`src/led_panel_params.svh`:
```
// LED panel geometry and timing constants
// shared by the package and the RTL blocks

`ifndef LED_PANEL_PARAMS_SVH
`define LED_PANEL_PARAMS_SVH

// panel geometry, scanned as two halves
`define LP_COLUMNS 64
`define LP_HALF_ROWS 16
`define LP_PLANES 4

// frame buffer read window, in clocks
`define LP_FETCH_CYCLES 3

// plane 0 on-time, doubles per plane
`define LP_DISPLAY_BASE 8

// field widths
`define LP_COL_BITS 6
`define LP_ROW_BITS 4
`define LP_ADDR_BITS 10
`define LP_PIXEL_BITS 16

`endif
```
`src/led_panel_pkg.sv`:
```
// LED panel shared types
// host write, RAM word, panel command, scan state and HUB75 pins

`include "led_panel_params.svh"

package led_panel_pkg;

    // one host write into the frame buffer
    // address is {half-row, column}
    typedef struct packed {
        logic                      en;
        logic [`LP_ADDR_BITS-1:0]  address;
        logic [`LP_PIXEL_BITS-1:0] top;
        logic [`LP_PIXEL_BITS-1:0] bottom;
    } fb_write_t;

    // also the RAM word, bottom pixel in the upper half
    typedef struct packed {
        logic [`LP_PIXEL_BITS-1:0] bottom;
        logic [`LP_PIXEL_BITS-1:0] top;
    } pixel_pair_t;

    // sequencer to driver
    typedef struct packed {
        logic                         shift;
        logic                         latch;
        logic                         oe;
        logic [$clog2(`LP_PLANES)-1:0] plane;
        logic [`LP_ROW_BITS-1:0]      row;
    } panel_cmd_t;

    typedef enum logic [1:0] {
        SCAN_FETCH,
        SCAN_LATCH,
        SCAN_DISPLAY
    } scan_state_t;

    // r0/g0/b0 drive the top half, r1/g1/b1 the bottom half
    typedef struct packed {
        logic                    r0;
        logic                    g0;
        logic                    b0;
        logic                    r1;
        logic                    g1;
        logic                    b1;
        logic                    panel_clk;
        logic                    latch;
        logic                    oe_n;
        logic [`LP_ROW_BITS-1:0] row_addr;
    } hub75_pins_t;

endpackage

```
`src/framebuffer_fetch.sv`:
```
// Frame buffer fetch for one column of a half-row
// opens a fixed read window and registers the returned pixel pair

`timescale 1ns/1ps

`include "led_panel_params.svh"

module framebuffer_fetch (
    input  logic                        reset,
    input  logic                        clk_in,
    input  logic [`LP_COL_BITS-1:0]     column_address,
    input  logic [`LP_ROW_BITS-1:0]     row_address,
    input  logic                        pixel_load_start,
    input  led_panel_pkg::pixel_pair_t  ram_data_in,
    output logic [`LP_ADDR_BITS-1:0]    ram_address,
    output logic                        ram_clk_enable,
    output led_panel_pkg::pixel_pair_t  pixels
);

    localparam int counter_width = 2;
    // read data settles one cycle after the first enabled edge
    localparam logic [counter_width-1:0] capture_count = counter_width'(`LP_FETCH_CYCLES - 1);

    logic [counter_width-1:0] load_counter;

    // half-row in the high bits, column in the low bits
    assign ram_address = {row_address, column_address};

    timeout #(
        .counter_width(counter_width)
    ) timeout_pixel_load (
        .reset   (reset),
        .clk_in  (clk_in),
        .start   (pixel_load_start),
        .value   (counter_width'(`LP_FETCH_CYCLES)),
        .counter (load_counter),
        .running (ram_clk_enable)
    );

    always_ff @(posedge clk_in) begin
        if (reset) begin
            pixels <= '0;
        end else if (load_counter == capture_count) begin
            pixels <= ram_data_in;
        end
    end

endmodule

```
`src/timeout.sv`:
```
// Restartable window counter
// running covers the start cycle plus value-1 more, counter counts from 0

`timescale 1ns/1ps

module timeout #(
    parameter int counter_width = 2
) (
    input  logic                     reset,
    input  logic                     clk_in,
    input  logic                     start,
    input  logic [counter_width-1:0] value,
    output logic [counter_width-1:0] counter,
    output logic                     running
);

    logic [counter_width-1:0] count_q;
    logic                     busy_q;

    // start clears the count right away, so the start cycle reads as 0
    assign counter = start ? '0 : count_q;
    assign running = start | busy_q;

    always_ff @(posedge clk_in) begin
        if (reset) begin
            count_q <= '0;
            busy_q  <= 1'b0;
        end else if (running) begin
            count_q <= counter + 1'b1;
            // last cycle of the window
            busy_q  <= (counter != value - 1'b1);
        end
    end

endmodule

```
`config.mk`:
```
export PLATFORM = sky130hd
export DESIGN_NAME = framebuffer_fetch
export DESIGN_NICKNAME = d
export VERILOG_FILES = /design/src/led_panel_pkg.sv /design/src/framebuffer_fetch.sv /design/src/timeout.sv
export VERILOG_INCLUDE_DIRS = /design/src
export SDC_FILE = /design/constraint.sdc
export NUM_CORES = 1
export LEC_CHECK = 0
export BUFFER_PORTS_ARGS = -buffer_cell sky130_fd_sc_hd__buf_2
export CAP_MARGIN = 40
export CORE_UTILIZATION = 37
export DETAILED_ROUTE_END_ITERATION = 8
export GPL_TIMING_DRIVEN = 0
export HOLD_SLACK_MARGIN = 0.02
export PLACE_DENSITY = 0.74
export SLEW_MARGIN = 20
export SYNTH_ARGS = -nofsm -noshare
export SYNTH_HDL_FRONTEND = slang
export SYNTH_SLANG_ARGS = --single-unit
```
`constraint.sdc`:
```
create_clock -name clk_in -period 1.2 [get_ports clk_in]
set_clock_uncertainty 0.15 [all_clocks]
set_input_delay 0.06 -clock clk_in [delete_from_list [all_inputs] [get_ports clk_in]]
set_output_delay 0.06 -clock clk_in [all_outputs]
set_load 0.1 [all_outputs]
```
==> impl_results.rst <==
.. list-table::
   :header-rows: 1

   * - Metric
     - Value
   * - Initial cell density of the core
     - between 30% and 40%
   * - Number of instances in the synthesized netlist
     - about 130
   * - Actual transition at the worst max-transition pin
     - between 0.4 and 0.5 ns
   * - Hold Path Origin
     - pixel_load_start
   * - Remaining Overflow, GRT
     - 0
   * - Post-synth cell types
     - 18
   * - Tmin final
     - roughly 1.5 ns
   * - Source of the critical timing path
     - timeout_pixel_load.count_q[1]$_SDFFE_PP0P_
   * - Portion of total power attributed to combinational logic
     - between 20% and 30%
   * - Wire length of the first global-routing pass
     - 5810 um
   * - Number of placed cells counting well taps
     - roughly 250
   * - Count of pins on the block boundary
     - 88
   * - Worst R2R End
     - pixels[14]$_SDFFE_PP0N_
   * - WP data required
     - around 1.2 ns
   * - Worst hold-check path type
     - input pin to register
   * - CP Data Arrival Time
     - ~1.5 ns
   * - Fraction of final layout cells with drive strength greater than 1
     - 58.4%
   * - Compound-gate portion of the synthesized area
     - under 10%
   * - Inserted Clock Buffers
     - 5
   * - Final routed wirelength across all metal layers
     - about 3800 um
   * - Clock H-tree levels
     - 2
   * - Hold Crit Endpoint
     - timeout_pixel_load.count_q[1]$_SDFFE_PP0P_
   * - Part of the power in the clock network
     - 30.0%
   * - Placed wire-length estimate
     - roughly 2100 um
   * - Final core utilization
     - 72.8%
   * - Multiplexer fraction of the synthesized cell area
     - a little under a quarter
   * - Result of the run
     - complete, but fails checks
   * - Core Region
     - approximately 3500 um2
   * - Min setup slack post-route
     - -0.268 ns
   * - Number of diodes added for antenna fixing
     - 0
   * - Count of buffers inserted at the top-level ports
     - 76
   * - RSZ-0062 raised after global routing
     - true
   * - Total Die Area
     - 3980 um2
   * - Largest cells by area after synthesis
     - sky130_fd_sc_hd__dfxtp_1 (51%), sky130_fd_sc_hd__mux2i_1 (23%), sky130_fd_sc_hd__nor2_1 (8.7%), sky130_fd_sc_hd__buf_4 (6.0%), sky130_fd_sc_hd__buf_12 (4.3%)
   * - Routed via count
     - approximately 1300
   * - Post-synthesis average cell area
     - approximately 11 um2
   * - Number of cell rows
     - 21
   * - Worst setup SP type
     - register
   * - Capturing element type of the critical path
     - register
   * - Total leakage power
     - roughly 1.1 nW
   * - Origin of the critical flop-to-flop path
     - timeout_pixel_load.count_q[1]$_SDFFE_PP0P_
   * - Post-synthesis instance area
     - ~1400 um2
   * - Final setup violation count
     - 34
   * - Number of slew-limit violations in the final report
     - 0
   * - Worst setup path category
     - register to register
   * - Worst rel slew slack
     - about 68%
   * - Number of design-rule violations left by the first detailed-router iteration
     - 63
   * - Die outline width
     - 63.1 um
   * - Proportion of total power due to net switching
     - 32.7%
   * - Reg2Reg Depth
     - 6
   * - Hold violation total from the final report
     - 0
   * - Via density
     - 4.49
   * - Largest delay share family, worst path
     - flip-flops
   * - MaxCap Viol Count
     - 0
   * - Adder and majority cell fraction of the synthesized area
     - less than 1%
   * - Number of global-route vias before repair
     - between 1000 and 1500
   * - Number of standard cells in the final layout excluding fillers
     - ~300
   * - Area Growth Syn to Fin
     - 82.8%
   * - DR DRC count
     - 0
   * - Clock transition at path regs
     - around 0.070 ns
   * - Power Dens Cells
     - around 1200 nW/um2
   * - Post-synthesis share of cell area spent on and, or, nand and nor gates
     - between 10% and 20%
   * - CTS tree
     - built
   * - Internal power consumption
     - between 0.002 and 0.0025 W
   * - Crit path cell chain
     - nor2b_4 -> ha_4 -> buf_12 -> clkbuf_16 -> mux2i_1 -> nor2_1
   * - Final-layout worst hold slack
     - 0.0102 ns
   * - Synth Register Bits
     - 35
   * - Critical path's largest stage delay
     - around 0.34 ns
   * - GRT Total Usage
     - between 10% and 20%
   * - Combinational family with the most area after synthesis
     - multiplexers
   * - Peak supply drop
     - approximately 0.00076 V
   * - Initial antenna violation count
     - 0
   * - Fraction of the cycle the final worst path needs
     - 122%
   * - Net switching power
     - around 0.0010 W
   * - Hold Path Stages
     - 3
   * - Top fanout value on the critical path
     - 6
   * - Xor/xnor share of the synthesized area
     - less than 1%
   * - Post-synth top area cell
     - sky130_fd_sc_hd__dfxtp_1
   * - ANT nets after route
     - 0
   * - Sequential share of power
     - 40.4%
   * - Violated checks
     - negative setup slack
   * - Clk root buf
     - sky130_fd_sc_hd__clkbuf_8
   * - Setup slack of the worst register-to-register path
     - -0.27 ns
   * - Number of buffers and inverters on the critical path
     - 2
   * - Clock tree buffer depth
     - 2
   * - Worst path slowest cell
     - sky130_fd_sc_hd__dfxtp_2
   * - Area share of the largest cell type after synthesis
     - about 51%
   * - Routed length per instance
     - roughly 13 um
   * - Largest net degree at the start of global routing
     - 11
   * - Cts hold-fix bufs
     - 34
   * - TritonCTS sink count
     - 35
   * - Number of warnings printed during yosys synthesis
     - 0
   * - Net count, final
     - ~300
   * - Syn Nets
     - approximately 170
   * - Sequential fraction of the synthesis area
     - between 50 and 60%
   * - Maximum clock rate
     - 681 MHz
   * - Placer's final routability congestion estimate
     - approximately 0.64
   * - Die height
     - 63.1 um
   * - Count of TritonRoute iterations in the first routing pass
     - 4
   * - Skew-Pair Late Insertion Delay
     - slightly below 0.3 ns
## per-layer routing
metal | vias up | share of wire [%] | GRT usage [%]
met2 | 68 | 51 | 34.5
met5 | - | 0 | 0
li1 | 646 | - | -
met1 | 611 | 40 | 19.3
met4 | 0 | 1.3 | 9.59
met3 | 5 | 7.7 | 5.98
## cells in the mapped netlist (all sizes together)
master  number
a211oi       1
a21oi        1
buf         16
clkbuf       2
dfxtp       35
ha           1
inv          1
mux2i       32
nand2        1
nor2        32
nor2b        1
nor3         1
nor3b        1
or2          1
xnor2        1
## per-stage QoR
step / power, W / setup slack (ns) / setup TNS (ns) / area [um2]
3_3_place_gp: 0.00199 / -0.222 / -6.27 / 1860
5_1_grt: 0.00320 / -0.314 / -9.12 / 2520
4_1_cts: 0.00305 / -0.226 / -6.24 / 2440
6_report: 0.00308 / -0.268 / -7.21 / 2520
3_5_place_dp: 0.00200 / -0.270 / -7.39 / 1860
2_1_floorplan: 0.00187 / -0.153 / -4.38 / 1420
## layout by cell type (no fill, tap or decap)
master and count:
sky130_fd_sc_hd__nor3_1 1, sky130_fd_sc_hd__buf_12 5, sky130_fd_sc_hd__buf_2 44, sky130_fd_sc_hd__mux2i_4 1, sky130_fd_sc_hd__dfxtp_2 35, sky130_fd_sc_hd__dlygate4sd3_1 34, sky130_fd_sc_hd__or2_4 1, sky130_fd_sc_hd__clkbuf_16 2
sky130_fd_sc_hd__clkbuf_1 3, sky130_fd_sc_hd__mux2i_2 1, sky130_fd_sc_hd__nor2b_4 1, sky130_fd_sc_hd__xnor2_1 1, sky130_fd_sc_hd__nor2_1 32, sky130_fd_sc_hd__mux2i_1 30, sky130_fd_sc_hd__buf_4 45, sky130_fd_sc_hd__nand2_1 1
sky130_fd_sc_hd__ha_4 1, sky130_fd_sc_hd__a21oi_1 1, sky130_fd_sc_hd__a211oi_2 1, sky130_fd_sc_hd__nor3b_2 1, sky130_fd_sc_hd__buf_6 1, sky130_fd_sc_hd__clkbuf_8 7, sky130_fd_sc_hd__inv_1 1
## area by class of cell
type	instances	area [um2]
Multi-Input combinational cell	73	552
Buffer	18	175
Fill cell	254	943
Sequential cell	35	744
Tap cell	46	57.6
Clock buffer	8	100
Timing Repair Buffer	115	892
Inverter	1	3.75
## flip-flops by register name, indices dropped and copies added (netlist names)
signal	flops
pixels	32
timeout_pixel_load.count_q	2
timeout_pixel_load.busy_q	1
## cell families after synthesis
family                     after synthesis
buffers and inverters                   19
DFF                                     35
muxes                                   32
adders and majority gates                1
AOI/OAI and AO/OA                        2
and+or+nand+nor                         37
xor gates and xnor gates                 1
## worst max-delay path by stage
| stage | end | depth (start not counted) |
|---|---|---|
| floorplan | pixels[0]$_SDFFE_PP0N_ | 6 |
| global placement | pixels[7]$_SDFFE_PP0N_ | 6 |
| detailed placement | pixels[28]$_SDFFE_PP0N_ | 6 |
| CTS | pixels[28]$_SDFFE_PP0N_ | 6 |
| global route | pixels[13]$_SDFFE_PP0N_ | 6 |
| finish | pixels[14]$_SDFFE_PP0N_ | 6 |
## what timing repair did
item                       CTS  global route
setup buffers                2             1
resized for setup           44             5
hold endpoints to repair    35             1
gates cloned                 0             2
setup endpoints to repair   66            34
pin swaps                    1             1
## power groups by stage
stage / logic (W) / registers, W / clock network (W)
floorplan: 0.000333 / 0.00153 / 0
global placement: 0.000726 / 0.00126 / 0
detailed placement: 0.000733 / 0.00126 / 0
CTS: 0.000869 / 0.00124 / 0.000940
global route: 0.000946 / 0.00125 / 0.00100
finish: 0.000909 / 0.00124 / 0.000923
## worst reg2reg max path, delay by kind of cell (launching register included)
kind                     cells  cell delay (ns)
multiplexers                 1             0.21
buffers and inverters        2             0.28
flip-flops                   1             0.34
adder cells (fa/ha/maj)      1             0.14
AND/OR/NAND/NOR              2             0.22
No activity file was read; power rests on OpenSTA's default activity.
