===== config.mk =====
export PLATFORM = sky130hd
export DESIGN_NAME = panel_driver
export DESIGN_NICKNAME = d
export VERILOG_FILES = /design/src/led_panel_pkg.sv /design/src/panel_driver.sv
export VERILOG_INCLUDE_DIRS = /design/src
export SDC_FILE = /design/constraint.sdc
export NUM_CORES = 1
export LEC_CHECK = 0
export CORE_MARGIN = 8
export CORE_UTILIZATION = 55
export CTS_CLUSTER_SIZE = 12
export DETAILED_ROUTE_END_ITERATION = 10
export DONT_BUFFER_PORTS = 1
export PLACE_DENSITY = 0.7
export SLEW_MARGIN = 10
export SYNTH_ARGS = -nofsm -noshare
export SYNTH_HDL_FRONTEND = slang
export SYNTH_SLANG_ARGS = --single-unit

===== constraint.sdc =====
create_clock -name clk_in -period 6.8 [get_ports clk_in]
set_input_delay 1.02 -clock clk_in [delete_from_list [all_inputs] [get_ports clk_in]]
set_output_delay 1.02 -clock clk_in [all_outputs]
set_load 0.02 [all_outputs]

===== src/led_panel_params.svh =====
// LED panel geometry and timing constants
// shared by the package and the RTL blocks

`ifndef LED_PANEL_PARAMS_SVH
`define LED_PANEL_PARAMS_SVH

// panel geometry, scanned as two halves
`define LP_COLUMNS 64
`define LP_HALF_ROWS 16
`define LP_PLANES 4

// frame buffer read window, in clocks
`define LP_FETCH_CYCLES 3

// plane 0 on-time, doubles per plane
`define LP_DISPLAY_BASE 8

// field widths
`define LP_COL_BITS 6
`define LP_ROW_BITS 4
`define LP_ADDR_BITS 10
`define LP_PIXEL_BITS 16

`endif

===== src/led_panel_pkg.sv =====
// LED panel shared types
// host write, RAM word, panel command, scan state and HUB75 pins

`include "led_panel_params.svh"

package led_panel_pkg;

    // one host write into the frame buffer
    // address is {half-row, column}
    typedef struct packed {
        logic                      en;
        logic [`LP_ADDR_BITS-1:0]  address;
        logic [`LP_PIXEL_BITS-1:0] top;
        logic [`LP_PIXEL_BITS-1:0] bottom;
    } fb_write_t;

    // also the RAM word, bottom pixel in the upper half
    typedef struct packed {
        logic [`LP_PIXEL_BITS-1:0] bottom;
        logic [`LP_PIXEL_BITS-1:0] top;
    } pixel_pair_t;

    // sequencer to driver
    typedef struct packed {
        logic                         shift;
        logic                         latch;
        logic                         oe;
        logic [$clog2(`LP_PLANES)-1:0] plane;
        logic [`LP_ROW_BITS-1:0]      row;
    } panel_cmd_t;

    typedef enum logic [1:0] {
        SCAN_FETCH,
        SCAN_LATCH,
        SCAN_DISPLAY
    } scan_state_t;

    // r0/g0/b0 drive the top half, r1/g1/b1 the bottom half
    typedef struct packed {
        logic                    r0;
        logic                    g0;
        logic                    b0;
        logic                    r1;
        logic                    g1;
        logic                    b1;
        logic                    panel_clk;
        logic                    latch;
        logic                    oe_n;
        logic [`LP_ROW_BITS-1:0] row_addr;
    } hub75_pins_t;

endpackage


===== src/panel_driver.sv =====
// HUB75 pin driver
// plane bit select, panel clock pulse, latch, output enable and row address

`timescale 1ns/1ps

`include "led_panel_params.svh"

module panel_driver (
    input  logic                        reset,
    input  logic                        clk_in,
    input  led_panel_pkg::panel_cmd_t   cmd,
    input  led_panel_pkg::pixel_pair_t  pixels,
    output led_panel_pkg::hub75_pins_t  pins
);

    localparam int plane_bits = $clog2(`LP_PLANES);

    // lsb of the planes used in each RGB565 field
    localparam int red_lsb = 12;
    localparam int green_lsb = 7;
    localparam int blue_lsb = 1;

    logic                    clk_pending;
    logic                    latch_pending;
    logic                    oe_pending;
    logic [`LP_ROW_BITS-1:0] row_pending;
    logic [2:0]              top_bits;
    logic [2:0]              bottom_bits;

    // {red, green, blue} for one plane
    function automatic logic [2:0] plane_select(
        input logic [`LP_PIXEL_BITS-1:0] pixel,
        input logic [plane_bits-1:0]     plane
    );
        plane_select = {pixel[red_lsb + plane], pixel[green_lsb + plane], pixel[blue_lsb + plane]};
    endfunction

    assign top_bits    = plane_select(pixels.top, cmd.plane);
    assign bottom_bits = plane_select(pixels.bottom, cmd.plane);

    // clock, latch and oe run one stage behind the data
    // so the last rising edge comes before latch
    always_ff @(posedge clk_in) begin
        if (reset) begin
            clk_pending   <= 1'b0;
            latch_pending <= 1'b0;
            oe_pending    <= 1'b0;
            row_pending   <= '0;
        end else begin
            clk_pending   <= cmd.shift;
            latch_pending <= cmd.latch;
            oe_pending    <= cmd.oe;
            row_pending   <= cmd.row;
        end
    end

    always_ff @(posedge clk_in) begin
        if (reset) begin
            {pins.r0, pins.g0, pins.b0} <= 3'b000;
            {pins.r1, pins.g1, pins.b1} <= 3'b000;
            pins.panel_clk <= 1'b0;
            pins.latch     <= 1'b0;
            pins.oe_n      <= 1'b1;
            pins.row_addr  <= '0;
        end else begin
            // data set up with panel_clk low
            if (cmd.shift) begin
                {pins.r0, pins.g0, pins.b0} <= top_bits;
                {pins.r1, pins.g1, pins.b1} <= bottom_bits;
            end
            // rising edge one cycle later
            pins.panel_clk <= clk_pending;
            pins.latch     <= latch_pending;
            pins.oe_n      <= ~oe_pending;
            // row switches with latch, panel is dark then
            if (latch_pending) begin
                pins.row_addr <= row_pending;
            end
        end
    end

endmodule


==> results of run 1 <==
logic make-up (layout without fill, tap and decap cells):
| family | count (synthesis) | count (layout) | share of synthesized area |
|---|---|---|---|
| muxes | 28 | 28 | 0.359 |
| DFF | 20 | 20 | 0.405 |
| AOI/OAI and AO/OA | 4 | 4 | 0.0506 |
| buffers and inverters | 9 | 6 | 0.0582 |
| adders and majority gates | 2 | 2 | 0.0253 |
| and+or+nand+nor | 20 | 20 | 0.101 |
worst max-delay path by stage:
stage | start | end | slack (ns)
2_1_floorplan | cmd[4] | pins[10] | 3.96
3_3_place_gp | cmd[4] | pins[11] | 4.03
3_5_place_dp | cmd[5] | pins[11] | 3.99
4_1_cts | cmd[5] | pins[11] | 4.30
5_1_grt | cmd[5] | pins[11] | 4.20
6_report | cmd[5] | pins[11] | 4.30
power breakdown:
part,total [mW],internal [mW],switching [mW]
sequential,0.133,0.124,0.00952
combinational,0.0331,0.0211,0.0121
clock,0.0671,0.0326,0.0345
routing by layer:
metal / part of all wire / wire length, um / global-route usage / vias up
met2: 0.42 / 782 / 0.151 / 35
met5: 0 / 0 / 0 / -
met3: 0.19 / 345 / 0.100 / 0
met1: 0.39 / 727 / 0.119 / 249
met4: 0 / 0 / 0.0105 / 0
li1: - / - / - / 285
final cells by class:
type,count,area (um^2),area share
multi-input cells,54,531,0.527
well taps,25,31.3,0.0311
flip-flops and latches,20,400,0.398
clock buffers,4,36.3,0.0361
inverters,2,7.51,0.00746
per-stage QoR:
step	std cells	utilization	cell area (um^2)	hold slack, ns
after floorplan	83	-	988	0.356
after global placement	101	0.568	970	0.361
after detailed placement	101	0.568	970	0.367
after CTS	105	0.589	1010	0.394
after global routing	105	0.589	1010	0.402
final	105	0.589	1010	0.387
registers in the layout (all words and copies together) (netlist names):
name / cells
pins: 13
latch_pending: 1
row_pending: 4
oe_pending: 1
clk_pending: 1
worst max-delay path, stage by stage:
cell      delay [ns]
inv_1           0.02
ha_1            0.78
mux2i_1         0.19
mux4_2          0.51
a211oi_2        0.21
cell usage in the layout, fill, tap and decap left out:
master    count
a211oi_2      4
clkbuf_4      3
clkbuf_8      1
dfxtp_1      20
ha_1          2
inv_1         2
mux2i_1      22
mux4_2        6
nand2b_1      1
nor2_1       10
nor2b_1       9
==> impl_metrics.yaml, run 1 <==
outcome:
  status: "finished, final reports clean"
setup_path:
  rrSetupSlack_ns: 5.96
  endpoint_kind: "flop"
  crit_type: "input port to flop"
  timing.rr.start: "latch_pending"
  reg2reg_to: "pins[0]"
  reg2reg_depth: 2
  crit_arrival_ns: 2.73
  cp-start-kind: "input port"
  cp_data_required_time_ns: 7.03
  critPathMaxFanout: 16
cts:
  cts.repair.resized: 0
  htree_levels: 1
  cts_setup_buffers: 0
  root_buffer: "clkbuf_4"
  tritoncts: "done"
  cts_hold_buf: 0
  insertion_delay_ns: 0.30
  cts_num_sinks: 20
  clock_path_buffers: 2
  cts_made_buffers: 3
  path_clk_slew_ns: 0.11
routing:
  firstDrtPassIters: 2
  dr_total_vias: 569
  dr.first_iter.drc_count: 6
  ant_nets: 0
  post_drt_wl_per_cell_um: 17.7
  viasPerCell: 5.42
  wirelength_um: 1860
  drc: 0
timing:
  hold_viol_final: 0
  rsz0062_at_grt: "false"
  setup-violations-final: 0
  tns_ns: 0
  clock_skew_ns: 0.00711
  period_share: 0.367
  worst_pin_slew_ns: 0.767
  slew_headroom: 0.488
  fmax_ghz: 0.400
  drv_slew: 0
  period_minus_slack_ns: 2.50
  postLayoutSetupSlackWorst_ns: 4.30
hold_path:
  min_to: "pins[4]"
  min_from: "oe_pending"
  min_path_type: "flop to flop"
  hold_path_depth: 1
logic_synthesis:
  synth_top_area_cell: "dfxtp_1"
  syn_inst: 83
  synth_cell_type_count: 12
  ys_ff_latch: 20
  synth_area_per_cell_um2: 11.9
  seq_area_frac_synth: 0.405
  synth_edf_count: 0
  ys_warn_count: 0
  synth.net_count: 128
  yosys.area.top_type_share: 0.405
  syn_area_um2: 988
  synth.area.top_cells: "dfxtp_1 (41%), mux2i_1 (22%), mux4_2 (14%)"
  yosys-top-cells-count: "mux2i_1 (22), dfxtp_1 (20), nor2_1 (10)"
  synth_flop_cell: "dfxtp_1"
  ys_async_sr_fraction: 0
  synth_most_common_cell: "mux2i_1"
floorplanning:
  fp-row-count: 15
  dieArea_mm2: 0.00341
  die_w_um: 58.4
  start_util: 0.579
  die_h_um: 58.4
  ioPinCount: 56
  core_area_mm2: 0.00171
pwr:
  irDropWorstVdd_v: 0.000209
  power-per-cell-area_mw_per_mm2: 232
  leakage_nw: 0.417
  finalPower_uw: 234
placed_design:
  dp_hpwl_um: 1540
  dpl_worst_slack_ns: 3.99
  io_buffers: 0
  gp_congestion: 0.638
finish:
  n_fill_cell: 147
  area_delta_synth_final_pct: 1.77
  nNetsFinal: 126
  n_antenna_cell: 0
  drive_gt1_frac: 0.175
global_routing:
  overflow: 0
  grt_pass1_wl_um: 2890
  grtUsageTotal: 0.107
  grt_max_degree: 21
  grt_pass1_vias: 615
  antenna_found_initial: 0
run:
  drv_cap: 0
Note: power is estimated with default switching activity, not from simulation.
==> inputs of run 2 (changes only) <==
clock period = 2.4 ns   (was 6.8 ns; I/O delays follow)
==> impl_metrics.yaml, run 2 (synthesized netlist as in run 1, its figures left out) <==
setup_path:
  crit_family: "adder cells"
  crit_type: "input port to flop"
  critPathMaxFanout: 16
  reg2reg_depth: 2
  cp_data_required_time_ns: 2.62
  critPathMaxStageDelay_ns: 0.77
  crit_arrival_ns: 2.06
  path_buf_inv: 1
  worst-path-stages: 5
  crit_chain: "inv_1 > ha_1 > mux2i_1 > mux4_2 > a211oi_2"
  cp-startpoint: "cmd[4]"
  crit_end: "pins[11]"
  reg2reg_to: "pins[2]"
  endpoint_kind: "flop"
  timing.rr.start: "latch_pending"
  crit_path_top_delay_cell: "ha_1"
  rrSetupSlack_ns: 1.56
  cp-start-kind: "input port"
floorplanning:
  fp-row-count: 15
  die_w_um: 58.4
  core_area_mm2: 0.00171
  die_h_um: 58.4
  dieArea_mm2: 0.00341
  ioPinCount: 56
  start_util: 0.579
placed_design:
  io_buffers: 0
  gp_congestion: 0.657
  dp_hpwl_um: 1460
finish:
  area_delta_synth_final_pct: 1.77
  finish.utilization: 0.589
  top_register: "pins"
  reg.largest.list: "pins: 13 flops, row_pending: 4 flops"
  final_common_cell: "mux2i_1"
  multi_input_area_um2: 531
  layout_common_cells: "mux2i_1 (22), dfxtp_1 (20), nor2_1 (10)"
  n_fill_cell: 145
  n_antenna_cell: 0
  drive_gt1_frac: 0.175
  seq_area_um2: 400
  largest_reg_flops: 13
  nNetsFinal: 126
global_routing:
  grtUsageTotal: 0.103
  grt_max_degree: 21
  grt_pass1_wl_um: 2760
  grt_pass1_vias: 627
  antenna_found_initial: 0
  overflow: 0
routing:
  wirelength_um: 1800
  dr.first_iter.drc_count: 5
  drc: 0
  dr_total_vias: 575
  post_drt_wl_per_cell_um: 17.2
  firstDrtPassIters: 4
  viasPerCell: 5.48
  ant_nets: 0
pwr:
  leakage_nw: 0.417
  power-per-cell-area_mw_per_mm2: 650
  irDropWorstVdd_v: 0.000502
timing:
  clock_skew_ns: 0.00534
  whs_ns: 0.114
  rsz0062_at_grt: "false"
  period_share: 0.765
  fmax_ghz: 0.545
  slew_headroom: 0.492
  worst_pin_slew_ns: 0.762
  drv_slew: 0
  setup-violations-final: 0
  period_minus_slack_ns: 1.83
  hold_viol_final: 0
  tns_ns: 0
cts:
  insertion_delay_ns: 0.29
  root_buffer: "clkbuf_4"
  cts_num_sinks: 20
  cts_setup_buffers: 0
  cts.repair.resized: 0
  htree_levels: 1
  cts_made_buffers: 3
  clock_path_buffers: 2
  tritoncts: "done"
  path_clk_slew_ns: 0.10
  cts_hold_buf: 0
hold_path:
  min_path_type: "input port to flop"
outcome:
  status: "finished, final reports clean"
run:
  drv_cap: 0
-- run 2: cell counts in the layout (fill, tap and decap cells not counted) --
No cell type changed its count.
-- run 2: how the worst min path moves through the flow --
stage / start / to / slack, ns / cells past startpoint
2_1_floorplan: oe_pending / pins[4] / 0.36 / 1
3_3_place_gp: oe_pending / pins[4] / 0.36 / 1
3_5_place_dp: oe_pending / pins[4] / 0.37 / 1
5_1_grt: reset / pins[8] / 0.07 / 1
6_report: reset / pins[8] / 0.11 / 1
4_1_cts: reset / pins[8] / 0.10 / 1
-- run 2: metrics by stage --
step	worst slack [ns]	total power [mW]	instance area, um^2	instances
finish	0.565	0.654	1010	105
floorplan	0.223	0.487	988	83
global placement	0.285	0.478	970	101
CTS	0.561	0.665	1010	105
detailed placement	0.246	0.480	970	101
global route	0.479	0.694	1010	105
-- run 2: report_power, final --
| part | switching, mW | internal, mW | leakage, nW |
|---|---|---|---|
| registers | 0.0266 | 0.351 | 0.165 |
| clock network | 0.0914 | 0.0924 | 0.0210 |
| logic | 0.0330 | 0.0596 | 0.231 |
| total | 0.151 | 0.503 | 0.417 |
-- run 2: layout make-up --
class | instances | share of cell area
multi-input cells | 54 | 0.527
inverters | 2 | 0.00746
clock buffers | 4 | 0.0361
well taps | 25 | 0.0311
flip-flops and latches | 20 | 0.398
-- run 2: metal layers --
layer / up-vias / GRT usage / part of all wire
met3: 2 / 0.0935 / 0.19
met1: 252 / 0.108 / 0.38
met4: 0 / 0.0315 / 0.0061
met2: 37 / 0.145 / 0.42
li1: 284 / - / -
met5: - / 0 / 0
-- run 2: worst register-to-register path: cells and delay by family, from the launching register on --
family           cells  cell delay (ns)
multiplexers         1             0.22
flip-flops           1             0.47
AND/OR/NAND/NOR      1             0.05
==> inputs of run 3 (changes only) <==
CORE_UTILIZATION = 54   (was 55)
PLACE_DENSITY = 0.72   (was 0.7)
clock period = 1.5 ns   (was 2.4 ns; I/O delays follow)
==> impl_metrics.yaml, run 3 (synthesized netlist as in run 1, its figures left out) <==
setup_path:
  crit_family: "multiplexers"
  critPathMaxStageDelay_ns: 0.49
  cp-start-kind: "input port"
  critPathMaxFanout: 16
  path_buf_inv: 1
  crit_path_top_delay_cell: "mux4_2"
  crit_chain: "inv_1 > ha_4 > mux2i_1 > mux4_2 > a211oi_2"
  crit_arrival_ns: 1.48
  cp_data_required_time_ns: 1.72
  endpoint_kind: "flop"
  crit_type: "input port to flop"
global_routing:
  overflow: 0
  grt_max_degree: 20
  antenna_found_initial: 0
  grt_pass1_vias: 636
  grt_pass1_wl_um: 2790
  grtUsageTotal: 0.104
placed_design:
  gp_congestion: 0.681
  placed_area_um2: 985
  dp_cells: 101
  dp_hpwl_um: 1480
  io_buffers: 0
floorplanning:
  core_area_mm2: 0.00173
  fp-row-count: 15
  die_w_um: 58.8
  start_util: 0.572
  die_h_um: 58.8
  ioPinCount: 56
  dieArea_mm2: 0.00346
cts:
  path_clk_slew_ns: 0.10
  tritoncts: "done"
  clock_path_buffers: 2
  insertion_delay_ns: 0.29
  cts_hold_buf: 1
  root_buffer: "clkbuf_4"
  cts_setup_buffers: 0
  cts.repair.resized: 0
  cts_num_sinks: 20
  cts_made_buffers: 3
  htree_levels: 1
hold_path:
  min_path_type: "input port to flop"
finish:
  layout_common_cells: "mux2i_1 (22), dfxtp_1 (20), nor2_1 (10)"
  nNetsFinal: 129
  largest_reg_flops: 13
  instances_no_fill: 108
  top_register: "pins"
  fin_area_mm2: 0.00105
  drive_gt1_frac: 0.193
  final_common_cell: "mux2i_1"
  n_antenna_cell: 0
  reg.largest.list: "pins: 13 flops, row_pending: 4 flops"
  area_delta_synth_final_pct: 6.33
pwr:
  leakage_nw: 0.429
  pwr-share-seq: 0.561
  p_sw_frac: 0.242
  pwr-share-clk: 0.279
  p_sw_uw: 261
  power-per-cell-area_mw_per_mm2: 1020
  irDropWorstVdd_v: 0.000701
  internal-power_uw: 816
  p_comb_frac: 0.159
outcome:
  status: "finished, final reports clean"
timing:
  rsz0062_at_grt: "false"
  hold_viol_final: 0
  slew_headroom: 0.520
  whs_ns: 0.0504
  drv_slew: 0
  worst_pin_slew_ns: 0.718
  period_share: 0.837
  setup-violations-final: 0
  clock_skew_ns: 0.00111
  period_minus_slack_ns: 1.26
  tns_ns: 0
  fmax_ghz: 0.796
routing:
  firstDrtPassIters: 3
  dr.first_iter.drc_count: 14
  post_drt_wl_per_cell_um: 17.1
  dr_total_vias: 587
  wirelength_um: 1850
  viasPerCell: 5.44
  drc: 0
  ant_nets: 0
run:
  drv_cap: 0
## run 3: worst register-to-register path, delay by kind of cell (launching register included)
family	cells	cell delay (ns)
DFF	1	0.48
muxes	1	0.22
and+or+nand+nor	1	0.05
## run 3: area by class of cell
class / count / area [um^2]
clock buffer: 4 / 36.3
timing repair buffer: 3 / 30.0
fill: 148 / 676
tap: 25 / 31.3
sequential: 20 / 400
multi-input combinational: 54 / 543
inverter: 2 / 10.0
## run 3: power groups by stage
stage | Clock [mW] | Combinational (mW) | Sequential (mW)
4_1_cts | 0.312 | 0.168 | 0.606
2_1_floorplan | 0 | 0.180 | 0.609
3_3_place_gp | 0 | 0.153 | 0.617
3_5_place_dp | 0 | 0.157 | 0.618
5_1_grt | 0.335 | 0.186 | 0.610
6_report | 0.301 | 0.172 | 0.604
## run 3: worst paths after layout
path,startpoint,endpoint,slack [ns],cells after the start
min reg2reg,oe_pending,pins[4],0.38,1
min,cmd[3],row_pending[3],0.05,1
max reg2reg,latch_pending,pins[0],0.64,2
max,cmd[5],pins[7],0.24,5
## run 3: per-layer routing
| metal | GRT usage | share of wire |
|---|---|---|
| met4 | 0.0205 | 0.0033 |
| met2 | 0.159 | 0.45 |
| met3 | 0.0978 | 0.17 |
| met1 | 0.103 | 0.38 |
| met5 | 0 | 0 |
## run 3: per-stage QoR
| stage | setup slack [ns] | total power, mW | util |
|---|---|---|---|
| 6_report | 0.244 | 1.08 | 0.609 |
| 5_1_grt | 0.201 | 1.13 | 0.609 |
| 4_1_cts | 0.249 | 1.09 | 0.597 |
| 3_5_place_dp | -0.0651 | 0.775 | 0.570 |
| 3_3_place_gp | -0.0333 | 0.771 | 0.570 |
| 2_1_floorplan | -0.182 | 0.789 | - |
